===== config.mk =====
export PLATFORM = sky130hd
export DESIGN_NAME = dmvm_reduce
export DESIGN_NICKNAME = d
export VERILOG_FILES = /design/src/design/gat_pkg.sv /design/src/design/dmvm_reduce.sv
export SDC_FILE = /design/constraint.sdc
export NUM_CORES = 1
export LEC_CHECK = 0
export BUFFER_PORTS_ARGS = -buffer_cell sky130_fd_sc_hd__buf_2
export CAP_MARGIN = 20
export CORE_MARGIN = 2
export CORE_UTILIZATION = 45
export DETAILED_ROUTE_END_ITERATION = 16
export PLACE_DENSITY = 0.72
export SETUP_SLACK_MARGIN = 0.1
export SYNTH_ARGS = -nofsm -noshare
export SYNTH_HDL_FRONTEND = slang
export SYNTH_SLANG_ARGS = --single-unit

===== constraint.sdc =====
create_clock -name clk -period 3.2 [get_ports clk]
set_input_delay 0.64 -clock clk [delete_from_list [all_inputs] [get_ports clk]]
set_output_delay 0.64 -clock clk [all_outputs]
set_load 0.05 [all_outputs]

===== src/design/gat_pkg.sv =====
package gat_pkg;

  // data widths
  localparam int DATA_WIDTH     = 16;
  localparam int HALF_A_SIZE    = 8;
  localparam int A_DEPTH        = 16;
  localparam int PROD_WIDTH     = 32;
  localparam int NUM_NODE_WIDTH = 7;

  // features on top, then the count field and the flag at bit 0
  localparam int WH_WIDTH       = 136;

  // adder tree depth for eight products
  localparam int TREE_LEVELS    = 3;

  // buffer depths and credits
  localparam int IN_CREDITS      = 4;
  localparam int COEF_FIFO_DEPTH = 8;
  localparam int OUT_CREDITS     = 4;

  typedef logic [DATA_WIDTH-1:0]                 data_t;
  typedef logic [PROD_WIDTH-1:0]                 prod_t;
  typedef logic [WH_WIDTH-1:0]                   wh_word_t;
  typedef logic [NUM_NODE_WIDTH-1:0]             cnt_t;

  // element 0 in the low bits and the source half in 0 to 7
  typedef logic [A_DEPTH*DATA_WIDTH-1:0]         a_vec_t;

  // element 0 in the top bits as in the word
  typedef logic [HALF_A_SIZE*DATA_WIDTH-1:0]     feat_vec_t;

  // product k in bits k*PROD_WIDTH and up
  typedef logic [HALF_A_SIZE*PROD_WIDTH-1:0]     prod_vec_t;

endpackage


===== src/design/dmvm_reduce.sv =====
`timescale 1ns/1ps

module dmvm_reduce (
  input  logic               clk,
  input  logic               rst_n,
  input  logic               prod_valid_i,
  input  gat_pkg::prod_vec_t prod_vec_i,
  input  logic               prod_src_i,
  input  logic               prod_last_i,
  output logic               coef_wr_o,
  output gat_pkg::data_t     coef_wdata_o,
  output logic               coef_wlast_o
);

  gat_pkg::prod_t                   l1_q [gat_pkg::HALF_A_SIZE/2];
  gat_pkg::prod_t                   l2_q [gat_pkg::HALF_A_SIZE/4];
  gat_pkg::prod_t                   l3_q;
  logic [gat_pkg::TREE_LEVELS-1:0]  vld_q;
  logic [gat_pkg::TREE_LEVELS-1:0]  src_q;
  logic [gat_pkg::TREE_LEVELS-1:0]  last_q;
  gat_pkg::prod_t                   src_sum_q;
  gat_pkg::prod_t                   total;
  gat_pkg::prod_t                   shifted;
  gat_pkg::data_t                   coef_raw;
  logic                             tree_vld;
  logic                             tree_src;
  logic                             tree_last;

  // adder tree 8 -> 4 -> 2 -> 1 with one register per level
  always_ff @(posedge clk) begin
    for (int i = 0; i < gat_pkg::HALF_A_SIZE/2; i++) begin
      l1_q[i] <= $signed(prod_vec_i[(2*i)*gat_pkg::PROD_WIDTH +: gat_pkg::PROD_WIDTH])
               + $signed(prod_vec_i[(2*i+1)*gat_pkg::PROD_WIDTH +: gat_pkg::PROD_WIDTH]);
    end
    for (int i = 0; i < gat_pkg::HALF_A_SIZE/4; i++) begin
      l2_q[i] <= $signed(l1_q[2*i]) + $signed(l1_q[2*i+1]);
    end
    l3_q <= $signed(l2_q[0]) + $signed(l2_q[1]);
  end

  // sideband travels with the sums
  always_ff @(posedge clk or negedge rst_n) begin
    if (!rst_n) begin
      vld_q  <= '0;
      src_q  <= '0;
      last_q <= '0;
    end else begin
      vld_q  <= {vld_q[gat_pkg::TREE_LEVELS-2:0], prod_valid_i};
      src_q  <= {src_q[gat_pkg::TREE_LEVELS-2:0], prod_src_i};
      last_q <= {last_q[gat_pkg::TREE_LEVELS-2:0], prod_last_i};
    end
  end

  assign tree_vld  = vld_q[gat_pkg::TREE_LEVELS-1];
  assign tree_src  = src_q[gat_pkg::TREE_LEVELS-1];
  assign tree_last = last_q[gat_pkg::TREE_LEVELS-1];

  // neighbor sum plus held source sum shifted back to data width
  assign total    = $signed(l3_q) + $signed(src_sum_q);
  assign shifted  = $signed(total) >>> (gat_pkg::PROD_WIDTH - gat_pkg::DATA_WIDTH);
  assign coef_raw = shifted[gat_pkg::DATA_WIDTH-1:0];

  always_ff @(posedge clk or negedge rst_n) begin
    if (!rst_n) begin
      coef_wr_o    <= 1'b0;
      coef_wlast_o <= 1'b0;
    end else begin
      coef_wr_o    <= tree_vld && !tree_src;
      coef_wlast_o <= tree_vld && !tree_src && tree_last;
    end
  end

  always_ff @(posedge clk) begin
    if (tree_vld && tree_src) begin
      src_sum_q <= l3_q;
    end
    // negative coefficients clamp to zero
    if (tree_vld && !tree_src) begin
      coef_wdata_o <= coef_raw[gat_pkg::DATA_WIDTH-1] ? '0 : coef_raw;
    end
  end

endmodule


After elaboration in Yosys (flattened, before gate mapping)
Memories as Yosys holds them, arrays and structs flattened.
Cells that the tools add are included.
Operators by class
  reductions and logical operators: 4
  add/sub/neg operators: 8
Operator list (count)
  32-bit adder: 8
  1-bit logical AND: 3
  1-bit zero test: 1
Word-level totals
  register bits after elaboration: 91
  memory bits (writable): 192
  memories: 2
  bits of input ports: 261
  output and inout port bits: 18
  logic and storage cells: 23
Memories
  l1_q: depth 4, width 32, read ports 4, clocked after memory_dff 0, write ports 4, line dmvm_reduce.sv:15  | gat_pkg::prod_t l1_q [gat_pkg::HALF_A_SIZE/2];
  l2_q: depth 2, width 32, read ports 2, clocked after memory_dff 0, write ports 2, line dmvm_reduce.sv:16  | gat_pkg::prod_t l2_q [gat_pkg::HALF_A_SIZE/4];

Logic depth before layout (Yosys ltp)
  depth after elaboration: 3
  gate-level depth with buffers: 11
  mapped depth without buffers: 11

Least setup slack after synthesis
OpenSTA, ideal clock, no wires.
  kind: input -> register
  from: in prod_vec_i[128]
  to: mem l1_q[2][30] (netlist name)
  setup time: 0.120 ns
  arrival: 3.051 ns
  buffers on the path: 0
  required time: 3.080 ns
  setup slack: 0.029 ns
  stages: 11
  path through: ha_1 > fa_1 > a211oi_1 > o21bai_1 > a31oi_1 > o211ai_1 > o31a_1 > a31oi_1 > nor2_1 > a221o_1 > xor2_1
RTL lines
  start, declared: line dmvm_reduce.sv:7  | input gat_pkg::prod_vec_t prod_vec_i,
  end, declared: line dmvm_reduce.sv:15

==> results_dict.tcl <==
set metrics [dict create \
    fmax_ghz 0.323 \
    num_rows 73 \
    clk_pin_slew_ps 60 \
    hold_violations 0 \
    antenna_cells 0 \
    drc_errors 0 \
    gp_congestion 0.920 \
    ys_seq_elements 282 \
    synth.cell_area_sq_um 18000 \
    status "complete, no violations" \
    crit_arrival_ps 3530 \
    syn_area_per_cell_sq_um 9.27 \
    clock_skew_ps 15.1 \
    combPwrFrac 0.524 \
    wire_per_inst_um 15.7 \
    ys_types 78 \
    rsz0062_at_grt "yes" \
    cts_tree "built" \
    final_nets 2828 \
    dr.pass1.iters 5 \
    p_sw_mw 7.55 \
    synth_top_area_share 0.249 \
    post-place-ws_ps -303 \
    path_common_cell "a221o_1" \
    cp_cell_sequence "ha_4, fa_2, a211oi_4, o211ai_2, a221oi_2, o21ai_2, a21o_1, a221o_1, a221o_1, a31oi_1, xnor2_1" \
    via_per_inst 5.44 \
    cts_max_path_buffers 3 \
    die_w_um 204 \
    p_seq_frac 0.288 \
    clock_latency_ps 550 \
    slew_violations 0 \
    reg2reg_slack_ps 110 \
    synth_nets 2460 \
    grt_usage 0.212 \
    hp-class "primary input to register" \
    layout_setup_ws_ps 106 \
    final_antenna_net_count 0 \
    synth_top_area_cell "dfxtp_1" \
    cts_buffers 30 \
    io_buffer_count 277 \
    power.internal_mw 11.8 \
    p_per_area_nw_per_um2 886 \
    synthFlopType "dfxtp_1" \
    grt_overflow_total 0 \
    postPlaceCellArea_sq_um 20600 \
    leakage_nw 10.2 \
    irDropWorstVdd_mv 0.423 \
    report.final.setup_viol 0 \
    fin_crit_ps 3090 \
    h-tree-depth 1 \
    switching_share 0.390 \
    core_sq_um 39600 \
    pwr-share-clk 0.188 \
    crit_path_max_fanout 3 \
    die_area_sq_um 41700 \
    crit_type "register to register" \
    syn_to_final_growth_pct 21.1 \
    drive_above_1_share 0.193 \
    synth_edf_count 47 \
    yosysSeqAreaShare 0.342 \
    design_area_sq_um 21800 \
    io_pins 279 \
    routed_wl_um 44800 \
    yosys-top-cells-area "dfxtp_1 25%, ha_1 17%, edfxtp_1 7.8%" \
    clock_sinks 282 \
    hpwl_um 36900 \
    drtIter0Drc 853 \
    fp.dieH_um 204 \
    start_util 0.455 \
    async_flop_share 0.0390 \
    yosysMostFrequentCell "ha_1" \
    critical-path-slowest-cell "fa_2" \
    critPathLaunchType "register" \
    ys_warn_count 0 \
    slew_headroom 0.379 \
    max_cap_viol_count 0 \
    synth_commonest_cells "247 x ha_1, 224 x dfxtp_1, 204 x a21oi_1, 141 x xnor2_1, 127 x nand2_1" \
    endpoint_kind "register" \
    grt_start_max_net_pins 33 \
    fin_crit_sh 0.967 \
    via_count 15600 \
    grt_antenna_before_repair 0 \
    grt_pass1_vias 15500 \
    worstMarginPinSlew_ps 908 \
    cp.required_ps 3640 \
    cts-root-buf "clkbuf_16" \
    max_stage_delay_ps 380 \
    grt_pass1_wl_um 73100 \
    syn-instance-count 1945 \
]
path summary, 6_finish.rpt:
| check | from | to | cells after the start |
|---|---|---|---|
| setup / recovery | l2_q[0][0] | l3_q[30] | 11 |
| hold / removal | prod_src_i | src_q[0] | 1 |
| setup reg to reg | l2_q[0][0] | l3_q[30] | 11 |
| hold reg to reg | last_q[1] | last_q[2] | 0 |
| max in group asynchronous | rst_n | src_q[2] | 2 |
| min in group asynchronous | rst_n | vld_q[1] | 2 |
cells by family after synthesis:
group | count (synthesis) | share of synthesized area
flip-flops | 282 | 0.342
other | 1 | 0.000208
multiplexers | 2 | 0.00111
AND/OR/NAND/NOR | 460 | 0.124
AO/OA/AOI/OAI | 647 | 0.232
XOR/XNOR | 213 | 0.103
buffers and inverters | 86 | 0.0182
adder cells (fa/ha/maj) | 254 | 0.179
per-stage QoR:
stage	instances	hold slack (ps)	total power, mW	util	TNS [ps]
after CTS	2853	173	19.1	0.547	0
after floorplan	1945	331	12.9	-	0
final	2862	191	19.3	0.551	0
after detailed placement	2794	337	15.3	0.519	-1980
after global routing	2862	178	20.9	0.551	-37.3
after global placement	2794	332	15.1	0.519	-1320
worst max-delay path: cells and delay by family (launching register included):
kind	cells	cell delay, ps
compound gates	8	2010
xor+xnor	1	100
fa+ha+maj	2	540
flops	1	330
cell usage in the layout, fill, tap and decap left out, types with 6 or more instances in the layout:
cell,synthesis,final
a211o_1,7,7
o31ai_1,7,6
nand3_1,43,43
or3_1,11,11
and3_1,28,28
clkbuf_8,0,6
a21o_1,115,115
o21ai_0,75,75
xor2_1,72,72
a31oi_1,26,25
nor2b_1,21,21
clkbuf_16,0,31
buf_4,1,89
nand4_1,23,23
o21ai_1,39,38
nand2b_1,24,24
and2_1,18,18
o211ai_1,12,12
xnor2_1,141,139
o21a_1,24,24
nor2_1,111,111
dfxtp_1,224,222
a221o_1,7,7
o2111ai_1,8,6
ha_1,247,246
buf_2,1,277
nor3_1,26,25
a21oi_1,204,201
o21bai_1,27,27
a2111oi_0,6,6
nand2_1,127,127
inv_1,55,55
a211oi_1,26,23
edfxtp_1,47,47
dfrtp_1,11,11
cell type report:
class,count,area (sq um)
clock inverter,16,198
tap,525,657
clock buffer,40,870
multi-input combinational,1577,11700
timing repair buffer,367,2060
inverter,55,206
sequential,282,6170
fill,3600,17800
power by group through the flow:
stage	combinational, mW	clock [mW]	sequential (mW)
floorplan	7.25	0	5.64
global placement	9.47	0	5.64
detailed placement	9.69	0	5.65
CTS	9.84	3.71	5.58
global route	11.3	3.85	5.69
finish	10.1	3.63	5.58
repair_timing:
item | CTS | global route
setup buffers | 2 | 9
gates resized for setup | 4 | 18
hold buffers | 1 | 0
endpoints found under the setup margin | 19 | 18
pin swaps | 4 | 21
endpoints found under the hold margin | 11 | 0
sequential cells by signal, summed over array words and instances (netlist names):
| register | count |
|---|---|
| l1_q | 128 |
| src_q | 3 |
| last_q | 3 |
| l2_q | 64 |
| src_sum_q | 32 |
| coef_wlast_o | 1 |
| vld_q | 3 |
| coef_wdata_o | 15 |
| l3_q | 32 |
| coef_wr_o | 1 |
routing by layer:
metal / GRT usage / up-vias / wire (um)
met1: 0.271 / 7160 / 20000
met5: 0 / - / 0
met2: 0.375 / 398 / 21500
li1: - / 7938 / -
met3: 0.0223 / 86 / 2000
met4: 0.0652 / 0 / 1280
(Power assumes the default switching activity.)
