### src/design/gat_pkg.sv
package gat_pkg;

  // data widths
  localparam int DATA_WIDTH     = 16;
  localparam int HALF_A_SIZE    = 8;
  localparam int A_DEPTH        = 16;
  localparam int PROD_WIDTH     = 32;
  localparam int NUM_NODE_WIDTH = 7;

  // features on top, then the count field and the flag at bit 0
  localparam int WH_WIDTH       = 136;

  // adder tree depth for eight products
  localparam int TREE_LEVELS    = 3;

  // buffer depths and credits
  localparam int IN_CREDITS      = 4;
  localparam int COEF_FIFO_DEPTH = 8;
  localparam int OUT_CREDITS     = 4;

  typedef logic [DATA_WIDTH-1:0]                 data_t;
  typedef logic [PROD_WIDTH-1:0]                 prod_t;
  typedef logic [WH_WIDTH-1:0]                   wh_word_t;
  typedef logic [NUM_NODE_WIDTH-1:0]             cnt_t;

  // element 0 in the low bits and the source half in 0 to 7
  typedef logic [A_DEPTH*DATA_WIDTH-1:0]         a_vec_t;

  // element 0 in the top bits as in the word
  typedef logic [HALF_A_SIZE*DATA_WIDTH-1:0]     feat_vec_t;

  // product k in bits k*PROD_WIDTH and up
  typedef logic [HALF_A_SIZE*PROD_WIDTH-1:0]     prod_vec_t;

endpackage

### src/design/wh_admit.sv
`timescale 1ns/1ps

module wh_admit (
  input  logic              clk,
  input  logic              rst_n,
  input  logic              wh_valid_i,
  input  gat_pkg::wh_word_t wh_data_i,
  input  logic              slot_free_i,
  output logic              wh_credit_o,
  output logic              issue_valid_o,
  output gat_pkg::wh_word_t issue_word_o,
  output logic              issue_last_o
);

  gat_pkg::wh_word_t                             buf_mem [gat_pkg::IN_CREDITS];
  logic [$clog2(gat_pkg::IN_CREDITS)-1:0]        wr_ptr;
  logic [$clog2(gat_pkg::IN_CREDITS)-1:0]        rd_ptr;
  logic [$clog2(gat_pkg::IN_CREDITS+1)-1:0]      fill;
  logic [$clog2(gat_pkg::COEF_FIFO_DEPTH+1)-1:0] resv_cnt;
  gat_pkg::cnt_t                                 nb_left;
  gat_pkg::wh_word_t                             head;
  logic                                          head_src;
  logic                                          issue;
  logic                                          nb_issue;

  assign head     = buf_mem[rd_ptr];
  assign head_src = head[0];

  // a neighbor needs a coefficient slot booked downstream
  assign issue    = (fill != '0) && (head_src || (resv_cnt < gat_pkg::COEF_FIFO_DEPTH));
  assign nb_issue = issue && !head_src;

  // storage for incoming words
  always_ff @(posedge clk) begin
    if (wh_valid_i) begin
      buf_mem[wr_ptr] <= wh_data_i;
    end
  end

  always_ff @(posedge clk or negedge rst_n) begin
    if (!rst_n) begin
      wr_ptr        <= '0;
      rd_ptr        <= '0;
      fill          <= '0;
      resv_cnt      <= '0;
      nb_left       <= '0;
      wh_credit_o   <= 1'b0;
      issue_valid_o <= 1'b0;
      issue_last_o  <= 1'b0;
    end else begin
      if (wh_valid_i) begin
        wr_ptr <= wr_ptr + 1'b1;
      end
      if (issue) begin
        rd_ptr <= rd_ptr + 1'b1;
      end
      case ({wh_valid_i, issue})
        2'b10:   fill <= fill + 1'b1;
        2'b01:   fill <= fill - 1'b1;
        default: fill <= fill;
      endcase
      // booked on neighbor issue and released on every pop
      case ({nb_issue, slot_free_i})
        2'b10:   resv_cnt <= resv_cnt + 1'b1;
        2'b01:   resv_cnt <= resv_cnt - 1'b1;
        default: resv_cnt <= resv_cnt;
      endcase
      // group member count from the source word
      if (issue && head_src) begin
        nb_left <= head[gat_pkg::NUM_NODE_WIDTH:1];
      end else if (nb_issue) begin
        nb_left <= nb_left - 1'b1;
      end
      wh_credit_o   <= issue;
      issue_valid_o <= issue;
      issue_last_o  <= nb_issue && (nb_left == 1);
    end
  end

  always_ff @(posedge clk) begin
    if (issue) begin
      issue_word_o <= head;
    end
  end

endmodule

### config.mk
export PLATFORM = sky130hd
export DESIGN_NAME = wh_admit
export DESIGN_NICKNAME = d
export VERILOG_FILES = /design/src/design/gat_pkg.sv /design/src/design/wh_admit.sv
export SDC_FILE = /design/constraint.sdc
export NUM_CORES = 1
export LEC_CHECK = 0
export ABC_AREA = 0
export BUFFER_PORTS_ARGS = -buffer_cell sky130_fd_sc_hd__buf_2
export CAP_MARGIN = 20
export CELL_PAD_IN_SITES_DETAIL_PLACEMENT = 1
export CELL_PAD_IN_SITES_GLOBAL_PLACEMENT = 1
export CORE_MARGIN = 5
export CORE_UTILIZATION = 45
export DETAILED_ROUTE_END_ITERATION = 12
export PLACE_DENSITY_LB_ADDON = 0.1
export SLEW_MARGIN = 20
export SYNTH_ARGS = -nofsm -noshare
export SYNTH_HDL_FRONTEND = slang
export SYNTH_SLANG_ARGS = --single-unit
### constraint.sdc
create_clock -name clk -period 13.4 [get_ports clk]
set_input_delay 3.35 -clock clk [delete_from_list [all_inputs] [get_ports clk]]
set_output_delay 3.35 -clock clk [all_outputs]
set_load 0.005 [all_outputs]
Word level (Yosys, flattened, before mapping). Memory sizes are Yosys's and may differ from the RTL's. Index checks and enable logic that the tools add are counted.

Memory bits (writable): 544. Memories kept: 1. Word-level logic and storage cells: 38. Output and inout port bits: 139. Input bits: 140. Bits in registers: 156.

Memory list: buf_mem (depth 4, bits a word 136, read ports 1, clocked after Yosys merged registers in 0, wr ports 1, RTL line wh_admit.sv:15) `gat_pkg::wh_word_t buf_mem [gat_pkg::IN_CREDITS];`.

Mux-type cells: 6. Reductions and logical operators: 10. Add/sub/neg operators: 7. Equal/unequal tests: 5. Magnitude comparators: 1.

Operators by type and width (number): 7-bit two-way mux (2); 4-bit case mux with 2 select lines (1); 7-bit by 1-bit equality test with 1-bit output, second input constant (1); 7-bit by 1-bit subtractor with 7-bit output, second input constant (1); 3-bit case mux with 2 select lines (1); 2-bit nonzero test (3); 2-bit by 1-bit adder with 2-bit output, second input constant (2); 4-bit by 1-bit adder with 4-bit output, second input constant (1); 2-bit by 1-bit equality test with 1-bit output, second input constant (2); 2-bit equality test, second input constant (2); 1-bit logical AND (4); 4-bit < comparator, second input constant (1); 4-bit by 1-bit subtractor with 4-bit output, second input constant (1); 3-bit by 1-bit adder with 3-bit output, second input constant (1); 3-bit nonzero test (1); 3-bit by 1-bit subtractor with 3-bit output, second input constant (1); 1-bit two-way mux (2); 1-bit logical NOT (1); 1-bit logical OR (1).

Logic depth before layout (Yosys ltp).
Depth in word-level cells: 6. Mapped depth: 10. Gate-level depth less buffers: 9.

Worst setup path before layout. OpenSTA, ideal clock, no wires.

Kind: input-to-reg. Start: in wh_valid_i. End: mem buf_mem[0][0] in the netlist's numbering, enable pin. Arrival time: 6445 ps. Path buffers: 0. Library setup time: 511 ps. Cell stages on the path: 1. Slack: 6443 ps. Data required time: 12889 ps. Path through: and2_1.

Longest elaborated chain between the ends: 2.

Ends and longest elaborated chain: from (decl) (RTL line wh_admit.sv:6) `input logic wh_valid_i,`; 1-bit two-way mux (RTL line wh_admit.sv:35) `if (wh_valid_i) begin`; 1-bit two-way mux (not written as such) (RTL line wh_admit.sv:36) `buf_mem[wr_ptr] <= wh_data_i;`; to (decl) (RTL line wh_admit.sv:15).

Every way passes these cells.

Worst setup path after layout.
Start: in wh_valid_i. End: mem buf_mem[2][3] in the netlist's numbering, enable pin.

Same word-level chain as after synthesis.

==> results.py <==
metrics = {
    "critical_path": {
        "endpoint_kind": "flip-flop",
        "cpMostUsedCell": "buf_4",
        "path_max_fanout": 59,
        "r2r-start": "rd_ptr[0]",
        "required_ns": 13.60,
        "worstPathCellList": "buf_2 > and2_4 > buf_4 > buf_4",
        "critPathArrivalTime_ns": 5.72,
        "rrSetupSlack_ns": 9.10,
        "crit_path_max_incr_delay_ns": 0.78,
        "start_kind": "input pin",
        "path_buf_inv": 3,
        "slowest_stage": "buf_4",
        "rr_worst_depth": 4,
        "worst_r2r_endpoint": "issue_word_o[115]",
        "crit_type": "input pin to flip-flop",
        "critical-path-top-delay-family": "buffers and inverters",
    },
    "min_path": {
        "whs_path_depth": 1,
        "min_to": "fill[2]",
        "hp-class": "flip-flop to flip-flop",
        "hp-start": "fill[2]",
    },
    "placed_design": {
        "io_buffers": 278,
        "pre_cts_slack_ns": 7.22,
        "dpl-instance-area_um2": 27000,
        "place_hpwl_um": 30300,
        "routabilityCongestion": 0.743,
    },
    "detailed_routing": {
        "antenna_left": 0,
        "avgViaCountPerCell": 5.26,
        "num_vias": 10839,
        "firstDrtPassIters": 5,
        "drtIter0Drc": 738,
        "wl_per_cell_um": 25.0,
        "routed_wl_um": 51500,
        "drc": 0,
    },
    "logic_synthesis": {
        "synth_ff_type": "edfxtp_1",
        "yosysMostFrequentCell": "edfxtp_1",
        "syn-num-nets": 1112,
        "yosysTopAreaCell": "edfxtp_1",
        "synth.distinct_cells": 37,
        "yosys-top-cells-area": "edfxtp_1, mux4_2, dfrtp_1",
        "synth_common_cells": "edfxtp_1, mux4_2, dfrtp_1",
        "ys_ff_latch": 700,
        "synth_top_area_frac": 0.824,
        "synthArstFlopShare": 0.0286,
        "yosysSeqAreaShare": 0.844,
        "synth_edf_count": 680,
        "syn_inst": 961,
        "synthesis.area_um2": 24800,
        "yosys_warnings": 0,
        "syn_area_per_cell_um2": 25.8,
    },
    "cts": {
        "clock-root-buffer": "clkbuf_16",
        "clkLatencyLatePin_ns": 0.59,
        "clk_pin_slew_worst_paths_ns": 0.05,
        "post_cts_buffers": 0,
        "clock_sinks": 700,
        "tritoncts": "done",
        "cts_made_buffers": 73,
        "htreeDepth": 3,
        "cts_resized": 0,
        "cts_buffer_depth": 3,
        "hold_buffers": 0,
    },
    "timing": {
        "final_hold_viol_count": 0,
        "worstMarginPinSlew_ns": 1.07,
        "period_minus_slack_ns": 5.52,
        "fin_ws_ns": 7.88,
        "rsz0062_at_grt": "no",
        "timing.final.max_slew_violations": 0,
        "timing.fmax_mhz": 181,
        "fin_crit_sh": 0.412,
        "setup_violations": 0,
        "fin_skew_ns": 0.0162,
        "tns_ns": 0,
        "slew_headroom": 0.285,
    },
    "die": {
        "die_height_um": 245,
        "core_area_um2": 54900,
        "die_area_um2": 59900,
        "die_x_um": 245,
        "placementRows": 86,
        "top_level_ports": 279,
        "start_util": 0.452,
    },
    "grt": {
        "grt_pass1_wl_um": 77700,
        "track_usage": 0.173,
        "grt_pass1_vias": 11918,
        "grt_max_degree": 99,
        "antenna_found_initial": 16,
        "grt_overflow": 0,
    },
    "power": {
        "powerDensity_nw_per_um2": 234,
        "combPwrFrac": 0.227,
        "power.share.clock": 0.275,
        "p_sw_frac": 0.277,
        "power.leakage_nw": 9.99,
        "p_sw_mw": 1.90,
        "seq_power_share": 0.498,
        "internal_power_mw": 4.96,
        "ir_worst_vdd_mv": 0.148,
    },
    "outcome": {
        "status": "complete, no violations",
    },
    "layout": {
        "fill_cells": 4769,
        "multi_input_area_um2": 3700,
        "area_delta_synth_final_pct": 18.2,
        "design_area_um2": 29300,
        "regArea_um2": 20900,
        "drive_above_1_share": 0.393,
        "final_nets": 1446,
    },
    "flow_run": {
        "drv_cap": 0,
    },
}
-- state kept, by name, summed over array words and instances, names as in the netlist --
register / count
issue_last_o: 1
issue_valid_o: 1
issue_word_o: 136
rd_ptr: 2
wr_ptr: 2
resv_cnt: 4
buf_mem: 544
fill: 3
nb_left: 7
-- worst register-to-register path: cells and delay by family (launching register included) --
kind                   cells  cell delay [ns]
buffers and inverters      2             1.57
muxes                      1             0.67
DFF                        1             1.01
AOI/OAI and AO/OA          1             0.61
-- through the flow --
stage | utilization | hold slack (ns) | instances | total power, mW
6_report | 0.534 | 0.495 | 2059 | 6.86
5_1_grt | 0.533 | 0.532 | 2053 | 7.24
4_1_cts | 0.533 | 0.505 | 2052 | 7.01
3_5_place_dp | 0.493 | 0.498 | 1924 | 5.09
3_3_place_gp | 0.493 | 0.488 | 1924 | 5.06
2_1_floorplan | - | 0.456 | 961 | 4.42
-- cell usage in the layout (no fill, tap or decap), drive strengths merged, types with 2 or more instances in the layout --
| master | Yosys | routed |
|---|---|---|
| or4 | 2 | 2 |
| edfxtp | 680 | 680 |
| xnor2 | 4 | 4 |
| xor2 | 7 | 7 |
| dfrtp | 20 | 20 |
| nor3 | 6 | 6 |
| mux4 | 136 | 136 |
| and2 | 4 | 4 |
| diode | 0 | 7 |
| clkinv | 0 | 26 |
| bufinv | 0 | 3 |
| ha | 10 | 10 |
| nor4b | 3 | 3 |
| o21ai | 12 | 12 |
| a21oi | 9 | 9 |
| nand2 | 4 | 4 |
| inv | 9 | 11 |
| clkinvlp | 0 | 3 |
| mux2i | 2 | 2 |
| clkbuf | 13 | 94 |
| o22ai | 2 | 2 |
| nor3b | 2 | 2 |
| or3 | 2 | 2 |
| nor2 | 3 | 3 |
| buf | 20 | 292 |
-- area by class of cell --
class,instances,share of cell area
multi-input cells,219,0.126
diodes,7,0.000598
flip-flops and latches,700,0.714
clock inverters,34,0.00803
clock buffers,94,0.0680
repair buffers,292,0.0515
well taps,704,0.0301
inverters,9,0.00115
-- kinds of logic (layout without fill, tap and decap cells) --
logic type,Yosys count,count (layout),synth area share
buf+inv,42,429,0.00772
mux,139,139,0.125
xor+xnor,11,11,0.00389
fa+ha+maj,11,11,0.00585
other cells,0,7,0
compound gates,26,26,0.00580
simple gates,32,32,0.00803
flops,700,700,0.844
-- power groups by stage --
stage / Combinational (mW) / Sequential [mW] / Clock, mW
6_report: 1.56 / 3.42 / 1.89
2_1_floorplan: 0.982 / 3.44 / 0
3_3_place_gp: 1.61 / 3.45 / 0
3_5_place_dp: 1.62 / 3.47 / 0
4_1_cts: 1.62 / 3.44 / 1.95
5_1_grt: 1.70 / 3.48 / 2.06
-- how the worst max path moves through the flow --
stage                          start         endpoint  slack, ns  depth (start not counted)
after floorplan           wh_valid_i    buf_mem[0][0]       6.44                          1
final                     wh_valid_i    buf_mem[2][3]       7.88                          4
after global placement    wh_valid_i  buf_mem[2][130]       7.23                          4
after global routing      wh_valid_i    buf_mem[2][6]       7.78                          4
after CTS                 wh_valid_i    buf_mem[2][3]       7.85                          4
after detailed placement  wh_valid_i  buf_mem[2][130]       7.22                          4
-- routing by layer --
metal | vias up | wire (um) | global-route usage
met4 | 16 | 875 | 0.0454
li1 | 4770 | - | -
met2 | 260 | 25900 | 0.284
met5 | - | 82 | 0
met1 | 5717 | 21600 | 0.237
met3 | 76 | 3120 | 0.0444
No activity file was read; power rests on OpenSTA's default activity.
