## config.mk

```make
export PLATFORM = sky130hd
export DESIGN_NAME = coef_fifo
export DESIGN_NICKNAME = d
export VERILOG_FILES = /design/src/design/gat_pkg.sv /design/src/design/coef_fifo.sv
export SDC_FILE = /design/constraint.sdc
export NUM_CORES = 1
export LEC_CHECK = 0
export ABC_AREA = 1
export CAP_MARGIN = 20
export CORE_ASPECT_RATIO = 0.8
export CORE_MARGIN = 3
export CORE_UTILIZATION = 35
export CTS_CLUSTER_SIZE = 12
export DETAILED_ROUTE_END_ITERATION = 8
export DONT_BUFFER_PORTS = 1
export HOLD_SLACK_MARGIN = 0.12
export PLACE_DENSITY = 0.46
export SLEW_MARGIN = 0
export SYNTH_ARGS = -nofsm -noshare
export SYNTH_HDL_FRONTEND = slang
export SYNTH_SLANG_ARGS = --single-unit
```

## constraint.sdc

```tcl
create_clock -name clk -period 5.79 [get_ports clk]
set_input_delay 0 -clock clk [delete_from_list [all_inputs] [get_ports clk]]
set_output_delay 0 -clock clk [all_outputs]
set_load 0.1 [all_outputs]
```

## src/design/gat_pkg.sv

```systemverilog
package gat_pkg;

  // data widths
  localparam int DATA_WIDTH     = 16;
  localparam int HALF_A_SIZE    = 8;
  localparam int A_DEPTH        = 16;
  localparam int PROD_WIDTH     = 32;
  localparam int NUM_NODE_WIDTH = 7;

  // features on top, then the count field and the flag at bit 0
  localparam int WH_WIDTH       = 136;

  // adder tree depth for eight products
  localparam int TREE_LEVELS    = 3;

  // buffer depths and credits
  localparam int IN_CREDITS      = 4;
  localparam int COEF_FIFO_DEPTH = 8;
  localparam int OUT_CREDITS     = 4;

  typedef logic [DATA_WIDTH-1:0]                 data_t;
  typedef logic [PROD_WIDTH-1:0]                 prod_t;
  typedef logic [WH_WIDTH-1:0]                   wh_word_t;
  typedef logic [NUM_NODE_WIDTH-1:0]             cnt_t;

  // element 0 in the low bits and the source half in 0 to 7
  typedef logic [A_DEPTH*DATA_WIDTH-1:0]         a_vec_t;

  // element 0 in the top bits as in the word
  typedef logic [HALF_A_SIZE*DATA_WIDTH-1:0]     feat_vec_t;

  // product k in bits k*PROD_WIDTH and up
  typedef logic [HALF_A_SIZE*PROD_WIDTH-1:0]     prod_vec_t;

endpackage

```

## src/design/coef_fifo.sv

```systemverilog
`timescale 1ns/1ps

module coef_fifo (
  input  logic           clk,
  input  logic           rst_n,
  input  logic           coef_wr_i,
  input  gat_pkg::data_t coef_wdata_i,
  input  logic           coef_wlast_i,
  input  logic           coef_credit_i,
  output logic           coef_valid_o,
  output gat_pkg::data_t coef_o,
  output logic           coef_last_o,
  output logic           slot_free_o
);

  // entry is {last, coef}
  logic [gat_pkg::DATA_WIDTH:0]                  mem [gat_pkg::COEF_FIFO_DEPTH];
  logic [$clog2(gat_pkg::COEF_FIFO_DEPTH)-1:0]   wr_ptr;
  logic [$clog2(gat_pkg::COEF_FIFO_DEPTH)-1:0]   rd_ptr;
  logic [$clog2(gat_pkg::COEF_FIFO_DEPTH+1)-1:0] fill;
  logic [$clog2(gat_pkg::OUT_CREDITS+1)-1:0]     credit_cnt;
  logic [gat_pkg::DATA_WIDTH:0]                  head;
  logic                                          empty;
  logic                                          pop;
  logic                                          push;
  logic                                          mem_pop;

  assign empty   = (fill == '0);
  // empty buffer passes the incoming write straight through
  assign head    = empty ? {coef_wlast_i, coef_wdata_i} : mem[rd_ptr];
  assign pop     = (!empty || coef_wr_i) && (credit_cnt != '0);
  assign mem_pop = pop && !empty;
  assign push    = coef_wr_i && !(empty && pop);

  always_ff @(posedge clk) begin
    if (push) begin
      mem[wr_ptr] <= {coef_wlast_i, coef_wdata_i};
    end
    if (pop) begin
      {coef_last_o, coef_o} <= head;
    end
  end

  always_ff @(posedge clk or negedge rst_n) begin
    if (!rst_n) begin
      wr_ptr       <= '0;
      rd_ptr       <= '0;
      fill         <= '0;
      credit_cnt   <= ($clog2(gat_pkg::OUT_CREDITS+1))'(gat_pkg::OUT_CREDITS);
      coef_valid_o <= 1'b0;
      slot_free_o  <= 1'b0;
    end else begin
      if (push) begin
        wr_ptr <= wr_ptr + 1'b1;
      end
      if (mem_pop) begin
        rd_ptr <= rd_ptr + 1'b1;
      end
      case ({push, mem_pop})
        2'b10:   fill <= fill + 1'b1;
        2'b01:   fill <= fill - 1'b1;
        default: fill <= fill;
      endcase
      // returned credit and pop in one cycle cancel
      case ({pop, coef_credit_i})
        2'b10:   credit_cnt <= credit_cnt - 1'b1;
        2'b01:   credit_cnt <= credit_cnt + 1'b1;
        default: credit_cnt <= credit_cnt;
      endcase
      coef_valid_o <= pop;
      slot_free_o  <= pop;
    end
  end

endmodule

```

### Yosys cells after proc, flatten, opt, wreduce, memory -nomap -nowiden

Memory sizes are Yosys's and may differ from the RTL's.
Cells that the tools add are included.

* register bits: 31
* bits in writable memories: 136
* input port bits: 21
* output and inout bits: 19
* word-level logic and storage cells: 34
* memories kept: 1

Memory list
* mem: depth 8, bits a word 17, read ports 1, clocked after memory_dff 0, write ports 1, line coef_fifo.sv:17 `logic [gat_pkg::DATA_WIDTH:0] mem [gat_pkg::COEF_FIFO_DEPTH];`

* $add $sub $neg: 6
* equality and inequality tests: 4
* mux-type cells: 5
* reduce and logical (&&, ||, !) cells: 11

Operators with widths (number)
* $mux 17: 1
* $add 3x1->3 const B: 3
* $pmux 4 s2: 1
* $pmux 3 s2: 1
* $add 4x1->4 const B: 1
* $eq 2x1->1 const B: 2
* $eq 2x2->1 const B: 2
* $logic_and 1x1->1: 4
* $logic_not 4->1: 1
* $reduce_bool 2->1: 2
* $sub 4x1->4 const B: 1
* $reduce_bool 3->1: 1
* $sub 3x1->3 const B: 1
* $logic_not 1->1: 2
* $mux 1: 2
* $logic_or 1x1->1: 1

### Depth between registers and ports, before layout

* word-level depth: 9
* gate-level depth with buffers: 15
* gate-level depth less buffers: 14

### Worst setup path before layout

OpenSTA, ideal clock, no wires.

* path kind: register to register
* start: register credit_cnt[0] (netlist name)
* end: memory mem[4][0] (netlist name) (enable)
* setup time: 0.413 ns
* arrival time: 2.072 ns
* data required time: 5.377 ns
* setup slack: 3.305 ns
* stages on the path, launching flop included: 7
* path buffers: 1
* clock period less this slack: 2.485 ns
* path through: dfrtp_1 nor2_1 nand2_1 nand2_1 nand2_2 buf_6 nor3_1

* longest elaborated chain between the ends: 7

Ends and longest elaborated chain
* start, declared: line coef_fifo.sv:21 `logic [$clog2(gat_pkg::OUT_CREDITS+1)-1:0] credit_cnt;`
* start signal, assigned: line coef_fifo.sv:49 `credit_cnt <= ($clog2(gat_pkg::OUT_CREDITS+1))'(gat_pkg::OUT_CREDITS);`
* start signal, assigned: line coef_fifo.sv:66 `2'b10: credit_cnt <= credit_cnt - 1'b1;`
* start signal, assigned: line coef_fifo.sv:67 `2'b01: credit_cnt <= credit_cnt + 1'b1;`
* $reduce_bool 3->1: line coef_fifo.sv:31 `assign pop = (!empty || coef_wr_i) && (credit_cnt != '0);`
* $logic_and 1x1->1: line coef_fifo.sv:31
* $logic_and 1x1->1: line coef_fifo.sv:33 `assign push = coef_wr_i && !(empty && pop);`
* $logic_not 1->1: line coef_fifo.sv:33
* $logic_and 1x1->1: line coef_fifo.sv:33
* $mux 1: line coef_fifo.sv:36 `if (push) begin`
* $mux 1 (not written as such): line coef_fifo.sv:37 `mem[wr_ptr] <= {coef_wlast_i, coef_wdata_i};`
* end, declared: line coef_fifo.sv:17

No other way between the ends.

### Worst setup path after layout

* start: register fill[0] (netlist name)
* end: register fill[2] (netlist name)

* longest elaborated chain between the ends: 9
* elaborated cells on any way between the ends: 14
* classes of those cells: add/sub (2); eq/ne (2); mux (1); reduce/logical (9)

Ends and longest elaborated chain
* start, declared: line coef_fifo.sv:20 `logic [$clog2(gat_pkg::COEF_FIFO_DEPTH+1)-1:0] fill;`
* start signal, assigned: line coef_fifo.sv:60 `2'b10: fill <= fill + 1'b1;`
* start signal, assigned: line coef_fifo.sv:61 `2'b01: fill <= fill - 1'b1;`
* start signal, assigned: line coef_fifo.sv:62 `default: fill <= fill;`
* $logic_not 4->1: line coef_fifo.sv:28 `assign empty = (fill == '0);`
* $logic_not 1->1: line coef_fifo.sv:31, coef_fifo.sv:32
* $logic_or 1x1->1: line coef_fifo.sv:31
* $logic_and 1x1->1: line coef_fifo.sv:31
* $logic_and 1x1->1: line coef_fifo.sv:33
* $logic_not 1->1: line coef_fifo.sv:33
* $logic_and 1x1->1: line coef_fifo.sv:33
* $eq 2x1->1 / $eq 2x2->1 (equally long branches): line coef_fifo.sv:59 `case ({push, mem_pop})`
* $pmux 4 s2 / $reduce_bool 2->1 (equally long branches)

Parallel ways exist; a longest one is shown, timed or not.
A chain may end at the register's enable or synchronous reset.

==> impl_results.md <==
- Most frequent CP cell: nand2_1
- GRT Residual Overflow: 0
- Yosys warns: 0
- Slew Limit Fails: 0
- Synth cell count leaders: 153 x edfxtp_1, 141 x nor2_1, 54 x nand2_1, 54 x nand3_1, 44 x o21ai_0
- Crit path time final: 3.133 ns
- Yosys top cell by area: edfxtp_1
- HPWL after DPL: 9651 um
- Layout area overhead: 14.10%
- Power Total: 4.677 mW
- Via density: 4.856
- Met1 global-route usage: 24.80%
- First-pass GRT wire length: 25270 um
- Post-route DRC: 0
- Routability congestion estimate: 0.7606
- Final setup fails: 0
- Mapped Nets: 597
- Fill cell count: 1784
- Clock Skew: 0.01699 ns
- Post-synth ARST share: 8.383%
- Buffers on Ports: 0
- Pwr/cell area: 596.9 nW/um^2
- Post-Syn Area: 6867 um^2
- All-layer global routing usage: 15.96%
- Clock transition at path regs: 0.06 ns
- Number of synthesized flops with an enable pin: 153
- Sequential element share of the synthesized area: 72.03%
- Clock H-tree levels: 4
- Busiest grt layer: met1
- CTS buffer count: 17
- Row count: 45
- Final std cells w/o fill: 861
- Initial antenna violation count: 1
- Max-slew headroom: 31.05%
- Avg Cell Area, Syn: 12.07 um^2
- Setup TNS Final: 0 ns
- #FFs+latches synth: 167
- Area of the die: 21350 um^2
- Share of the synthesized area in the top cell type: 66.91%
- Nets: 618
- CP Class: flip-flop to flip-flop
- DR WL/cell: 18.87 um
- P_leak: 2.747 nW
- Most frequent cell after synthesis: edfxtp_1
- CP Launch Type: flip-flop
- Met2 track demand over resource: 21.91%
- Vias: 4181
- Synth top area cells: edfxtp_1 67%, nor2_1 7.7%, dfrtp_1 4.7%
- Dpl ws: 2.645 ns
- Vias in the first global route: 4064
- Library cells used by synthesis: 27
- Peak supply drop: 0.2690 mV
- Ant. Diodes: 0
- Clock sinks: 167
- DRT Pass-1 Iters: 4
- Worst path max stage delay: 0.51 ns
- WP data required: 6.10 ns
- Post-route cell area: 7835 um^2
- RSZ-0062 raised after global routing: no
- Initial DRC Count: 353
- Nature of the critical path endpoint: flip-flop
- TritonCTS clock tree: yes
- Die width: 162.6 um
- # IOs: 40
- Met3 Use GR: 4.538%
- Layout cells sized above 1: 8.624%
- Antenna-violating nets left: 0
- Hold Crit Class: input port to flip-flop
- Routed WL: 16250 um
- Worst-skew pair later-pin latency: 0.43 ns
- Hold WS: 0.1551 ns
- Hold Violations, Final: 0
- Initial core utilization: 35.98%
- Reg2reg path depth: 13
- Core area: 19090 um^2
- Cells after Synth: 569
- CTS-repair resized insts: 0
- Worst setup margin: 2.657 ns
- Die Y: 131.3 um
- Fmax: 0.3191 GHz
- Run status: complete, no violations
- Bufs on Longest Clock Path: 2
- Cell Area, Placed: 7096 um^2
- Largest net degree at the start of global routing: 70
- Fin util: 41.05%
- Critical Path Fanout Max: 20
- Max-cap violations: 0
- Prevailing post-synth register cell: edfxtp_1
- Crit-path cells: nor2_1, nand3_2, inv_2, nand2_1, nand2_2, ha_1, inv_1, nand2_1, nand2_1, ha_1, a21oi_1, xor2_1, o21ai_0
- Slowest cell on the critical path: inv_2
- Tightest Pin Transition: 1.033 ns
- WHS Path Cells: 3
- Worst Path Arrival: 3.44 ns
- Period Utilization, post-route: 54.12%
- Placed Cells: 807
- Clock root buffer: clkbuf_16
==> layout make-up <==
type                       instances  area, um^2  share of cell area, %
timing repair buffer              32       295.3                  3.769
tap                              258       322.8                  4.120
clock inverter                     4       22.52                 0.2874
inverter                          17       66.31                 0.8464
clock buffer                      28       496.7                  6.340
sequential                       167        4949                  63.16
multi-input combinational        355        1683                  21.48
==> logic make-up (layout without fill, tap and decap cells) <==
family                     count (synthesis)  count (layout)  synth area share, %
AOI/OAI and AO/OA                         77              77                5.612
xor gates and xnor gates                   9               9                1.148
adders and majority gates                  7               7                1.385
buffers and inverters                     47              81                4.045
DFF                                      167             167                72.03
muxes                                      1               1               0.1640
and+or+nand+nor                          261             261                15.62
==> critical path, delay by kind of cell (launching register included) <==
kind,cells,cell delay [ns]
adder cells (fa/ha/maj),2,0.47
buffers and inverters,2,0.56
AO/OA/AOI/OAI,2,0.24
flip-flops,1,0.42
AND/OR/NAND/NOR,6,1.12
XOR/XNOR,1,0.17
==> per-layer routing <==
metal / wire length, um / up-vias
li1: - / 2023
met1: 8354 / 2036
met2: 6749 / 104
met3: 941 / 16
met4: 193 / 2
met5: 12 / -
==> state kept, by name, indices dropped and copies added (netlist names) <==
signal	count
slot_free_o	1
credit_cnt	3
coef_o	16
fill	4
mem	136
coef_last_o	1
wr_ptr	3
rd_ptr	3
==> cells in the final DEF (no fill, tap or decap), types with 11 or more instances in the layout <==
master | netlist | final
o21ai_0 | 44 | 44
o21ai_1 | 30 | 30
nand2_1 | 54 | 54
clkbuf_16 | 0 | 17
dlygate4sd3_1 | 0 | 22
edfxtp_1 | 153 | 153
inv_1 | 13 | 13
dfrtp_1 | 13 | 11
nor2_1 | 141 | 141
nand3_1 | 54 | 54
==> final timing paths <==
| kind | end | from | slack (ns) |
|---|---|---|---|
| worst max-delay path | fill[2]$_DFFE_PN0P_ | fill[0]$_DFFE_PN0P_ | 2.66 |
| worst min-delay path | credit_cnt[1]$_DFFE_PN0P_ | coef_wr_i | 0.16 |
| worst max register to register | fill[2]$_DFFE_PN0P_ | fill[0]$_DFFE_PN0P_ | 2.66 |
| worst min register to register | credit_cnt[2]$_DFFE_PN1P_ | credit_cnt[2]$_DFFE_PN1P_ | 0.50 |
| max in group asynchronous | slot_free_o$_DFF_PN0_ | rst_n | 4.68 |
| min in group asynchronous | fill[0]$_DFFE_PN0P_ | rst_n | 0.60 |
==> report_power, final <==
part	switching (mW)	internal, mW	leakage, nW
combinational	0.986	0.426	0.926
sequential	0.606	1.65	1.57
clock	0.431	0.581	0.252
==> what timing repair did <==
action                                  in CTS  in global routing
buffers inserted                             0                  0
endpoints found under the hold margin      173                  0
hold buffers                                22                  0
endpoints found under the setup margin       0                  0
Note: power is estimated with default switching activity, not from simulation.
